**src/verilog/soc_map_pkg.sv**
```systemverilog
/*
  Address map of the system bus.
  Holds the device indices, the region base addresses and the region
  size of the peripherals. The RAM region size is the memory_size
  parameter of the top level.
*/

`default_nettype none

package soc_map_pkg;

  // --------------------------------------------------------------------------
  // Device indices
  // --------------------------------------------------------------------------

  localparam int unsigned num_devices = 3;

  localparam int unsigned dev_ram    = 0;
  localparam int unsigned dev_mtimer = 1;
  localparam int unsigned dev_gpio   = 2;

  typedef logic [1:0] dev_index_t;

  // --------------------------------------------------------------------------
  // Region base addresses
  // --------------------------------------------------------------------------

  localparam logic [31:0] ram_base    = 32'h0000_0000;
  localparam logic [31:0] mtimer_base = 32'h8001_0000;
  localparam logic [31:0] gpio_base   = 32'h8002_0000;

  // Timer and GPIO share one region size
  localparam int unsigned periph_region_size = 32;

  // Register offset inside a peripheral region
  typedef logic [4:0] periph_offset_t;

endpackage

`default_nettype wire
```
**src/verilog/bus_pkg.sv**
```systemverilog
/*
  Bus records passed between the address decoder, the devices and
  the response stage, plus the byte-strobe helpers every device uses
  to merge a partial write into a stored word.
*/

`default_nettype none

package bus_pkg;

  // Request from the manager
  typedef struct packed {
    logic [31:0] address;
    logic [31:0] write_data;
    logic [3:0]  write_strobe;
    logic        read_request;
    logic        write_request;
  } bus_req_t;

  // Request as seen by a single device, address relative to its base
  typedef struct packed {
    logic [31:0] offset;
    logic [31:0] write_data;
    logic [3:0]  write_strobe;
    logic        read_pulse;
    logic        write_pulse;
  } dev_req_t;

  typedef struct packed {
    logic [31:0] read_data;
    logic        read_response;
    logic        write_response;
  } bus_rsp_t;

  // Decoder record of the request one cycle back
  typedef struct packed {
    logic                    read_pending;
    logic                    write_pending;
    logic                    hit;
    soc_map_pkg::dev_index_t dev_index;
  } bus_route_t;

  function automatic logic [31:0] strobe_mask(input logic [3:0] strobe);
    logic [31:0] mask;
    for (int i = 0; i < 4; i++) begin
      mask[8*i +: 8] = {8{strobe[i]}};
    end
    return mask;
  endfunction

  // Bytes with a strobe take the new data, the rest keep the old word
  function automatic logic [31:0] merge_bytes(input logic [31:0] old_word,
                                              input logic [31:0] new_word,
                                              input logic [3:0]  strobe);
    logic [31:0] mask;
    mask = strobe_mask(strobe);
    return (old_word & ~mask) | (new_word & mask);
  endfunction

endpackage

`default_nettype wire

```
**src/verilog/bus_decode.sv**
```systemverilog
/*
  Decode stage of a bus transaction.
  Matches the manager address against each device region and hands
  every device its own request with the offset inside its region.
  The device requests are combinational; the route record is
  registered so the result stage can steer the response a cycle later.
*/

`timescale 1ns/1ps
`default_nettype none

module bus_decode #(
  parameter int unsigned memory_size = 8192
) (
  input  wire                     clock,
  input  wire                     reset,
  input  wire bus_pkg::bus_req_t  bus_req_i,
  output bus_pkg::dev_req_t       ram_req_o,
  output bus_pkg::dev_req_t       mtimer_req_o,
  output bus_pkg::dev_req_t       gpio_req_o,
  output bus_pkg::bus_route_t     route_o
);

  logic [31:0] ram_offset;
  logic [31:0] mtimer_offset;
  logic [31:0] gpio_offset;
  logic        ram_hit;
  logic        mtimer_hit;
  logic        gpio_hit;
  logic        any_hit;
  soc_map_pkg::dev_index_t hit_index;

  function automatic bus_pkg::dev_req_t make_req(input bus_pkg::bus_req_t req,
                                                 input logic [31:0]       offset,
                                                 input logic              hit);
    bus_pkg::dev_req_t dev_req;
    dev_req.offset       = offset;
    dev_req.write_data   = req.write_data;
    dev_req.write_strobe = req.write_strobe;
    dev_req.read_pulse   = req.read_request & hit;
    dev_req.write_pulse  = req.write_request & hit;
    return dev_req;
  endfunction

  // Unsigned offset below the region size means a match
  assign ram_offset    = bus_req_i.address - soc_map_pkg::ram_base;
  assign mtimer_offset = bus_req_i.address - soc_map_pkg::mtimer_base;
  assign gpio_offset   = bus_req_i.address - soc_map_pkg::gpio_base;

  assign ram_hit    = ram_offset < 32'(memory_size);
  assign mtimer_hit = mtimer_offset < 32'(soc_map_pkg::periph_region_size);
  assign gpio_hit   = gpio_offset < 32'(soc_map_pkg::periph_region_size);

  assign ram_req_o    = make_req(bus_req_i, ram_offset, ram_hit);
  assign mtimer_req_o = make_req(bus_req_i, mtimer_offset, mtimer_hit);
  assign gpio_req_o   = make_req(bus_req_i, gpio_offset, gpio_hit);

  // Regions do not overlap, so the order only fixes the encoding
  always_comb begin
    any_hit   = 1'b1;
    hit_index = soc_map_pkg::dev_index_t'(soc_map_pkg::dev_ram);
    if (mtimer_hit) begin
      hit_index = soc_map_pkg::dev_index_t'(soc_map_pkg::dev_mtimer);
    end else if (gpio_hit) begin
      hit_index = soc_map_pkg::dev_index_t'(soc_map_pkg::dev_gpio);
    end else if (!ram_hit) begin
      any_hit = 1'b0;
    end
  end

  // Pending bits follow the pulses; hit and index hold until the next request
  always_ff @(posedge clock or posedge reset) begin
    if (reset) begin
      route_o <= '0;
    end else begin
      route_o.read_pending  <= bus_req_i.read_request;
      route_o.write_pending <= bus_req_i.write_request;
      if (bus_req_i.read_request || bus_req_i.write_request) begin
        route_o.hit       <= any_hit;
        route_o.dev_index <= hit_index;
      end
    end
  end

endmodule

`default_nettype wire

```
**config.mk**
```make
export PLATFORM = sky130hd
export DESIGN_NAME = bus_decode
export DESIGN_NICKNAME = d
export VERILOG_FILES = /design/src/verilog/soc_map_pkg.sv /design/src/verilog/bus_pkg.sv /design/src/verilog/bus_decode.sv
export SDC_FILE = /design/constraint.sdc
export NUM_CORES = 1
export LEC_CHECK = 0
export BUFFER_PORTS_ARGS = -buffer_cell sky130_fd_sc_hd__buf_2
export CELL_PAD_IN_SITES_DETAIL_PLACEMENT = 1
export CELL_PAD_IN_SITES_GLOBAL_PLACEMENT = 1
export CORE_ASPECT_RATIO = 1.2
export CORE_MARGIN = 3
export CORE_UTILIZATION = 21
export CTS_CLUSTER_SIZE = 28
export DETAILED_ROUTE_END_ITERATION = 10
export PLACE_DENSITY_LB_ADDON = 0.1
export SETUP_SLACK_MARGIN = 0.15
export SYNTH_ARGS = -nofsm -noshare
export SYNTH_HDL_FRONTEND = slang
export SYNTH_SLANG_ARGS = --single-unit
```
**constraint.sdc**
```tcl
create_clock -name clock -period 2.6 [get_ports clock]
set_input_delay 0.13 -clock clock [delete_from_list [all_inputs] [get_ports clock]]
set_output_delay 0.13 -clock clock [all_outputs]
set_load 0.01 [all_outputs]
```
==> impl_results.md, run 1 <==
* Number of setup violations in the final report at 0
* Ys async rst share at 1.00
* Filler instances at 1347
* Switching fraction of total power at 0.360
* Maximum clock frequency at 0.426 GHz
* Kind of launch point of the worst setup path: input pin
* Distinct cell type count of the synthesized netlist at 39
* Flip-flop count of the largest register after layout at 5
* Family of cells with the greatest summed delay on the critical path: simple AND/OR/NAND/NOR gates
* Wirelength per Cell at 18.7 µm
* Max_slew headroom at 0.748
* Via count of the first global-routing pass at 1757
* Sequential area share after synthesis at 0.0527
* Worst-Margin Slew at 0.376 ns
* Post-DRT Antenna Nets at 0
* Power Total at 0.645 mW
* Layout net count at 372
* Setup repair after global routing missed its margin: no
* Number of storage elements in the synthesis netlist at 5
* Class of the worst hold path: in -> reg
* Number of buffers created by CTS at 3
* Number of enable flip-flop cells after synthesis at 0
* Syn_nets at 391
* Clock share of power at 0.399
* P_int at 0.413 mW
* Die area at 12600 µm²
* Most used cells in the layout excluding fill and tap cells: 121 x buf_2, 37 x buf_4, 17 x xnor2_1
* Total global routing track utilization at 0.116
* Met3 routing resource usage after global routing at 0.0307
* Buffer depth of the longest clock path at 2
* Fraction of final layout cells sized beyond drive strength 1 at 0.634
* Cell with the largest stage delay on the worst path: or4_4
* Final wirelength at 7.91 mm
* Count of non-filler cells in the finished layout at 424
* Total net switching power at 0.232 mW
* Iter 0 DRT Violations at 56
* Post-Place Worst Slack at -0.0155 ns
* Pin count of the biggest net entering global routing at 11
* Worst stage delay on the critical path at 0.52 ns
* Die boundary width at 103 µm
* CP Capture Type: primary output
* Grt met1 use at 0.132
* Max-cap violations at 0
* Clock slew at reported path FFs at 0.03 ns
* Placed cells at 416
* Number of I/O port buffers at 122
* Deepest level of the CTS H-tree at 1
* Antenna violations before repair at 0
* Worst flop-to-flop path startpoint: route_o[2]$_DFFE_PP0P_
* Top reg by flops: route_o
* Core Rows at 41
* Critical path cell sequence: buf_2, nor4_4, nand3_2, or4_4, or3_4, nor4_4, buf_4, and2_1, buf_2
* I/O pin cnt at 287
* Fraction of met2 tracks used by global routing at 0.200
* Setup clock skew after layout at 0 ns
* Initial standard-cell utilization of the core at 0.220
* Total number of vias at 1747
* Diode count at 0
* Worst Slack Setup Final at 0.252 ns
* Slew Viols, Final at 0
* Setup total negative slack at 0 ns
* Combinational share of power at 0.475
* Router iterations before antenna repair at 4
* Routed vias/inst at 4.12
* Area after detailed placement at 2040 µm²
* Launching element of the worst setup path: bus_req_i[47]
* Number of hold violations in the final report at 0
* Final core utilization at 0.210
* Post-synthesis to final-layout area growth at -4.79%
* DRC violations left at 0
* IR Drop Worst-Case VDD at 0.000128 V
* Clock latency of the later-clocked register in the worst-skew pair at 0.23 ns
* Share of power burned in registers at 0.126
* Status: completed
* TritonCTS Sinks at 5
* Largest registers ranked by flip-flop count: route_o x5
* Library cell used as clock root buffer: clkbuf_16
* Crit path buffers/inverters at 3
* CTS tree: yes
* Final estimated routing congestion in global placement at 0.716
* Leakage component of the power at 1.09 nW
* Post-route cell area at 2260 µm²
* Yosys warnings at 0
* Smallest hold slack at 0.0727 ns
* Largest fanout of any net on the critical path at 4
* Mean cell area of the mapped netlist at 7.54 µm²
* Syn Std Cell Area at 2370 µm²
* Primary FF master, synth: dfrtp_1
* Type of the worst setup path: in -> out
* Leading cell type in the layout, fill and taps excluded: buf_2
* Busiest grt layer: met2
* First-pass GRT wire length at 10.9 mm
* Number of instances in the synthesized netlist at 315
* Core box area at 10800 µm²
* Post-layout minimum cycle time at 2.35 ns
* Worst Path Arrival at 2.22 ns
* Share of the clock period used by the worst path at 0.903
* Power per unit of standard cell area at 285 nW/µm²
* Startpoint of the tightest hold check path: bus_req_i[0]
* Data required time at the worst endpoint at 2.47 ns
* HPWL after detailed placement at 6.85 mm
* Vertical die dimension at 122 µm
* Residual overflow from global routing at 0
[layer usage]
metal / share of wire / up-vias
li1: - / 805
met1: 0.38 / 793
met2: 0.49 / 104
met3: 0.096 / 45
met4: 0.036 / 0
met5: 0 / -
[kinds of logic after synthesis]
logic type	share of synthesized area
AOI/OAI and AO/OA	0.0227
xor gates and xnor gates	0.0996
buffers and inverters	0.583
DFF	0.0527
muxes	0.00422
and+or+nand+nor	0.217
adders and majority gates	0.0211
[final cells by class]
class                      count  area, µm²  share of cell area
sequential                     5        125              0.0553
timing repair buffer         160        901               0.398
multi-input combinational    120        972               0.430
inverter                       6       22.5             0.00996
clock buffer                   4       78.8              0.0349
tap                          129        161              0.0714
[cells in the mapped netlist (all sizes together), types with 2 or more instances]
library cell,count,area [µm²]
nor2b,4,25.0
nor3b,2,15.0
ha,4,50.1
xnor2,18,158
inv,6,22.5
nand3,5,25.0
clkbuf,4,16.3
and2,7,43.8
nor3,7,46.3
dfrtp,5,125
o21ai,3,15.0
nor2,13,48.8
xor2,9,78.8
nand4b,3,26.3
or4,5,45.0
buf,180,1350
nand4,7,58.8
nand2,13,48.8
nor4,8,80.1
[repair_timing]
| action | in CTS | in global routing |
|---|---|---|
| endpoints found under the setup margin | 4 | 4 |
| hold endpoints to repair | 5 | 0 |
| gates resized for setup | 8 | 15 |
| pin swaps | 2 | 5 |
| setup buffers | 2 | 1 |
| hold buffers | 1 | 0 |
[path summary, 6_finish.rpt]
kind / endpoint / slack, ns / depth (start not counted)
min: route_o[3]$_DFF_PP0_ / 0.07 / 1
min reg2reg: route_o[1]$_DFFE_PP0P_ / 0.48 / 2
max: mtimer_req_o[1] / 0.25 / 9
max in group asynchronous: route_o[2]$_DFFE_PP0P_ / 2.05 / 3
max reg2reg: route_o[2]$_DFFE_PP0P_ / 1.88 / 2
min in group asynchronous: route_o[1]$_DFFE_PP0P_ / 0.36 / 3
[power groups by stage]
stage	sequential, mW	clock, mW	combinational, mW
after floorplan	0.0838	0	0.371
after global placement	0.0823	0	0.300
after detailed placement	0.0824	0	0.299
after CTS	0.0815	0.263	0.307
after global routing	0.0817	0.266	0.338
final	0.0814	0.257	0.306
Note: power is estimated with default switching activity, not from simulation.
==> run 2, diff against run 1 <==
--- a/config.mk
+++ b/config.mk
@@ -9,7 +9,7 @@
 export CELL_PAD_IN_SITES_DETAIL_PLACEMENT = 1
 export CELL_PAD_IN_SITES_GLOBAL_PLACEMENT = 1
 export CORE_ASPECT_RATIO = 1.2
-export CORE_MARGIN = 3
+export CORE_MARGIN = 4
 export CORE_UTILIZATION = 21
 export CTS_CLUSTER_SIZE = 28
 export DETAILED_ROUTE_END_ITERATION = 10
==> constraint.sdc (replaced) <==
create_clock -name clock -period 2.6 [get_ports clock]
set_input_delay 0.39 -clock clock [delete_from_list [all_inputs] [get_ports clock]]
set_output_delay 0.39 -clock clock [all_outputs]
set_load 0.01 [all_outputs]
==> run 2 against run 1 <==
Via count is 4.9% higher. Non-clock buffer count up 38. Setup slack worse by 0.44 ns. Largest power group unchanged. Global-route usage grew 0.22 points. Critical endpoint is now mtimer_req_o[0]. Sequential power is essentially flat. Clock skew did not move. Clock power barely moved. The run now ends with negative setup slack left.
==> impl_results.md, run 2 (synthesis results as in run 1) <==
* Max_slew headroom at 0.709
* Busiest grt layer: met2
* Status: finished, violations left
* Leading cell type in the layout, fill and taps excluded: buf_2
* Final wirelength at 8.01 mm
* Diode count at 0
* Total number of vias at 1832
* Kind of launch point of the worst setup path: input pin
* Smallest hold slack at 0.0642 ns
* Area occupied by multi-input gates at 1060 µm²
* Power per unit of standard cell area at 261 nW/µm²
* Layout net count at 410
* Sequential Area at 125 µm²
* Number of I/O port buffers at 122
* Library cell used as clock root buffer: clkbuf_16
* Deepest level of the CTS H-tree at 1
* Setup slack of the most critical reg-to-reg path at 1.84 ns
* Post-DRT Antenna Nets at 0
* Worst-Margin Slew at 0.435 ns
* Worst Slack Setup Final at -0.187 ns
* Initial standard-cell utilization of the core at 0.215
* Flip-flop count of the largest register after layout at 5
* Top reg by flops: route_o
* Die area at 13100 µm²
* Clock slew at reported path FFs at 0.03 ns
* Cell count of the worst reg-to-reg path at 2
* Via count of the first global-routing pass at 2102
* Fraction of final layout cells sized beyond drive strength 1 at 0.700
* Post-synthesis to final-layout area growth at 13.9%
* Buffer depth of the longest clock path at 2
* Data required time at the worst endpoint at 2.21 ns
* Final estimated routing congestion in global placement at 0.723
* Clock latency of the later-clocked register in the worst-skew pair at 0.23 ns
* TritonCTS Sinks at 5
* Filler instances at 1337
* Die boundary width at 105 µm
* Router iterations before antenna repair at 4
* Number of buffers created by CTS at 3
* CTS tree: yes
* Maximum clock frequency at 0.359 GHz
* Routed vias/inst at 3.94
* Core box area at 11000 µm²
* Leakage component of the power at 1.33 nW
* DRC violations left at 0
* Most used cells in the layout excluding fill and tap cells: 114 x buf_2, 75 x buf_4, 15 x xnor2_1
* Largest registers ranked by flip-flop count: route_o x5
* Residual overflow from global routing at 0
* Failing checks: negative setup slack
* HPWL after detailed placement at 7.15 mm
* CP Capture Type: primary output
* Share of the clock period used by the worst path at 1.07
* Type of the worst setup path: in -> out
* Setup clock skew after layout at 0 ns
* Number of setup violations in the final report at 4
* Wirelength per Cell at 17.2 µm
* IR Drop Worst-Case VDD at 0.000133 V
* Post-layout minimum cycle time at 2.79 ns
* Fraction of met2 tracks used by global routing at 0.220
* Max-cap violations at 0
* Vertical die dimension at 124 µm
* Quantity of hold-fixing buffers added after cts at 0
* Worst Path Arrival at 2.40 ns
* Slew Viols, Final at 0
* Antenna violations before repair at 0
* Setup repair after global routing missed its margin: yes
* Pin count of the biggest net entering global routing at 11
* I/O pin cnt at 287
* Core Rows at 42
* Number of hold violations in the final report at 0
* Total global routing track utilization at 0.118
* Class of the worst hold path: in -> async
* Grt met1 use at 0.123
* First-pass GRT wire length at 12.5 mm
* Final core utilization at 0.245
* Met3 routing resource usage after global routing at 0.0228
* Largest fanout of any net on the critical path at 4
* Iter 0 DRT Violations at 63
-- run 2: cell types whose count changed in the layout (fill, tap and decap cells not counted), moves of 2 or more --
cell | previous run | this run
buf_2 | 121 | 114
buf_6 | 0 | 6
buf_8 | 0 | 2
nor2_2 | 2 | 0
xnor2_1 | 17 | 15
and2_1 | 7 | 5
and2_4 | 0 | 2
buf_4 | 37 | 75
-- run 2: final timing paths --
check | from | endpoint
setup / recovery | bus_req_i[49] | mtimer_req_o[0]
hold / removal | reset | route_o[4]$_DFF_PP0_
setup reg to reg | route_o[2]$_DFFE_PP0P_ | route_o[2]$_DFFE_PP0P_
hold reg to reg | route_o[0]$_DFFE_PP0P_ | route_o[0]$_DFFE_PP0P_
max in group asynchronous | reset | route_o[1]$_DFFE_PP0P_
min in group clock | bus_req_i[0] | route_o[3]$_DFF_PP0_
-- run 2: routing by layer --
metal	share of wire	up-vias
met5	0	-
met4	0.045	0
met3	0.066	45
met2	0.53	66
met1	0.36	841
li1	-	880
-- run 2: where the power goes --
group	switching, mW	leakage (nW)	total (mW)	internal, mW
registers	0.000717	0.0644	0.0814	0.0807
clock network	0.0516	0.0382	0.255	0.203
logic	0.191	1.22	0.371	0.180
total	0.243	1.33	0.707	0.464
-- run 2: what timing repair did --
action | CTS | global route
gates resized for setup | 28 | 6
pin swaps | 6 | 5
setup buffers | 6 | 3
setup endpoints to repair | 7 | 9
-- run 2: final cells by class --
cell class | instances | area share
Multi-Input combinational cell | 120 | 0.391
Clock buffer | 4 | 0.0291
Tap cell | 132 | 0.0611
Timing Repair Buffer | 198 | 0.463
Inverter | 6 | 0.00971
Sequential cell | 5 | 0.0463
-- run 2: worst max-delay path, cell delays in order --
cell,delay [ns]
buf_8,0.10
nor4_4,0.30
nand3_2,0.14
or4_1,0.53
or3_4,0.36
nor4_4,0.29
and2_4,0.20
buf_6,0.09
-- run 2: per-stage QoR --
| stage | setup WS (ns) | TNS, ns | total power [mW] | cell area, µm² | instances |
|---|---|---|---|---|---|
| after detailed placement | -0.389 | -2.10 | 0.436 | 2400 | 452 |
| final | -0.187 | -0.542 | 0.707 | 2710 | 465 |
| after global routing | -0.252 | -0.913 | 0.753 | 2710 | 465 |
| after CTS | -0.193 | -0.630 | 0.719 | 2650 | 462 |
| after floorplan | 0.0471 | 0 | 0.468 | 2490 | 315 |
| after global placement | -0.392 | -1.89 | 0.435 | 2400 | 452 |
==> run 3, diff against run 2 <==
--- a/config.mk
+++ b/config.mk
@@ -13,7 +13,8 @@
 export CORE_UTILIZATION = 21
 export CTS_CLUSTER_SIZE = 28
 export DETAILED_ROUTE_END_ITERATION = 10
-export PLACE_DENSITY_LB_ADDON = 0.1
+export PLACE_DENSITY = 0.87
+export REMOVE_ABC_BUFFERS = 1
 export SETUP_SLACK_MARGIN = 0.15
 export SYNTH_ARGS = -nofsm -noshare
 export SYNTH_HDL_FRONTEND = slang
==> run 3 against run 2 <==
The run still ends with negative setup slack left. Wire length up 110%. Critical path depth up 1. Fmax down 0.92%. Worst hold slack better by 0.011 ns. Final cell count up 1.7%. First-iteration DRC count up 13%. Register-to-register slack about the same. Global-route usage up 13 points. Design area up 4.0%. Non-clock buffer count up 8. Combinational power up 8.6%. Critical endpoint is now mtimer_req_o[1]. Largest cell class unchanged. Largest power group unchanged.
==> impl_results.md, run 3 (synthesis results as in run 1) <==
* Post-DRT Antenna Nets at 0
* Setup total negative slack at -0.784 ns
* Clock latency of the later-clocked register in the worst-skew pair at 0.23 ns
* Area occupied by multi-input gates at 1080 µm²
* Die boundary width at 105 µm
* Power Total at 0.741 mW
* Top reg by flops: route_o
* DRC violations left at 0
* First-pass GRT wire length at 21.8 mm
* Failing checks: negative setup slack
* Total global routing track utilization at 0.246
* Filler instances at 1356
* Post-Place Worst Slack at -0.515 ns
* Router iterations before antenna repair at 4
* Cell count of the worst reg-to-reg path at 2
* Most used cells in the layout excluding fill and tap cells: 113 x buf_2, 78 x buf_4, 15 x xnor2_1
* Quantity of hold-fixing buffers added after cts at 0
* Post-layout minimum cycle time at 2.81 ns
* Number of I/O port buffers at 122
* Termination of the worst setup path: mtimer_req_o[1]
* Diode count at 0
* Post-synthesis to final-layout area growth at 18.5%
* Setup slack of the most critical reg-to-reg path at 1.84 ns
* Number of setup violations in the final report at 4
* Worst Slack Setup Final at -0.213 ns
* Max-cap violations at 0
* Worst flop-to-flop path startpoint: route_o[2]$_DFFE_PP0P_
* Status: finished, violations left
* Leakage component of the power at 1.40 nW
* Worst Path Arrival at 2.42 ns
* CTS tree: yes
* CP Capture Type: primary output
* Fraction of final layout cells sized beyond drive strength 1 at 0.727
* Buffer depth of the longest clock path at 2
* Layout net count at 418
* Capture instance of the worst register-to-register path: route_o[2]$_DFFE_PP0P_
* Deepest level of the CTS H-tree at 1
* Via count of the first global-routing pass at 2335
* Type of the worst setup path: in -> out
* Largest fanout of any net on the critical path at 3
* Final core utilization at 0.255
* TritonCTS Sinks at 5
* Residual overflow from global routing at 0
* Leading cell type in the layout, fill and taps excluded: buf_2
* Combinational share of power at 0.544
* Share of power burned in registers at 0.111
* Routed vias/inst at 4.69
* Power per unit of standard cell area at 263 nW/µm²
* Final wirelength at 16.9 mm
* Antenna violations before repair at 0
* Core box area at 11000 µm²
* Core Rows at 42
* Data required time at the worst endpoint at 2.21 ns
* Die area at 13100 µm²
* Number of buffers created by CTS at 3
* Share of the clock period used by the worst path at 1.08
* Iter 0 DRT Violations at 71
* Setup clock skew after layout at 0 ns
* Kind of launch point of the worst setup path: input pin
* P_int at 0.475 mW
* Vertical die dimension at 124 µm
* Setup repair after global routing missed its margin: yes
* Smallest hold slack at 0.0748 ns
* Total net switching power at 0.266 mW
* I/O pin cnt at 287
* Number of hold violations in the final report at 0
* Library cell used as clock root buffer: clkbuf_16
* Pin count of the biggest net entering global routing at 11
* HPWL after detailed placement at 15.0 mm
* Final estimated routing congestion in global placement at 0.991
* Launching element of the worst setup path: bus_req_i[43]
* Switching fraction of total power at 0.359
* Initial standard-cell utilization of the core at 0.215
* Clock share of power at 0.345
* Slew Viols, Final at 0
* IR Drop Worst-Case VDD at 0.000165 V
* Worst-Margin Slew at 0.336 ns
* Clock slew at reported path FFs at 0.03 ns
* Flip-flop count of the largest register after layout at 5
* Total number of vias at 2218
* Maximum clock frequency at 0.355 GHz
* Max_slew headroom at 0.774
* Sequential Area at 125 µm²
* Largest registers ranked by flip-flop count: route_o x5
* Class of the worst hold path: in -> async
* Wirelength per Cell at 35.7 µm
run 3: changes by cell type in the layout (fill, tap and decap cells not counted), sizes merged:
cell and delta:
inv +1, buf +8, clkinvlp -1
run 3: how the worst min path moves through the flow:
| stage | startpoint | endpoint | slack [ns] | depth (start not counted) |
|---|---|---|---|---|
| final | reset | route_o[2]$_DFFE_PP0P_ | 0.07 | 2 |
| after global routing | reset | route_o[2]$_DFFE_PP0P_ | 0.10 | 2 |
| after CTS | reset | route_o[2]$_DFFE_PP0P_ | 0.07 | 2 |
| after detailed placement | reset | route_o[2]$_DFFE_PP0P_ | 0.31 | 2 |
| after global placement | reset | route_o[3]$_DFF_PP0_ | 0.30 | 2 |
| after floorplan | reset | route_o[0]$_DFFE_PP0P_ | 0.17 | 1 |
run 3: area by class of cell:
cell class / count / share of cell area
clock buffers: 4 / 0.0280
flip-flops and latches: 5 / 0.0445
well taps: 132 / 0.0587
multi-input cells: 120 / 0.385
repair buffers: 206 / 0.475
inverters: 6 / 0.00889
run 3: power by group through the flow:
stage                     clock, mW  combinational (mW)  sequential [mW]
final                         0.256               0.403           0.0819
after detailed placement          0               0.350           0.0829
after global routing          0.264               0.434           0.0822
after floorplan                   0              0.0785           0.0838
after CTS                     0.259               0.401           0.0820
after global placement            0               0.347           0.0830
run 3: layer usage:
metal  global-route usage  vias up  routed length [µm]
li1                     -      896                   -
met3                0.246       32                3590
met5               0.0873        -                 129
met1                0.174      992                4170
met4                0.114        4                 926
met2                0.412      294                8050
run 3: per-stage QoR:
step / cell area, µm² / cells
floorplan: 1010 / 131
global placement: 2300 / 452
detailed placement: 2300 / 452
CTS: 2760 / 472
global route: 2810 / 473
finish: 2810 / 473
run 3: timing repair:
| action | CTS | global route |
|---|---|---|
| gates resized for setup | 52 | 11 |
| endpoints found under the setup margin | 10 | 10 |
| cloned | 0 | 0 |
| pin swaps | 22 | 4 |
| buffers inserted | 16 | 1 |
run 3: critical path, cell delays in order:
cell	delay, ns
buf_8	0.10
nor4_4	0.28
nand3_2	0.14
or4_4	0.53
or3_4	0.38
nor4_2	0.21
buf_4	0.17
and2_1	0.11
buf_2	0.12
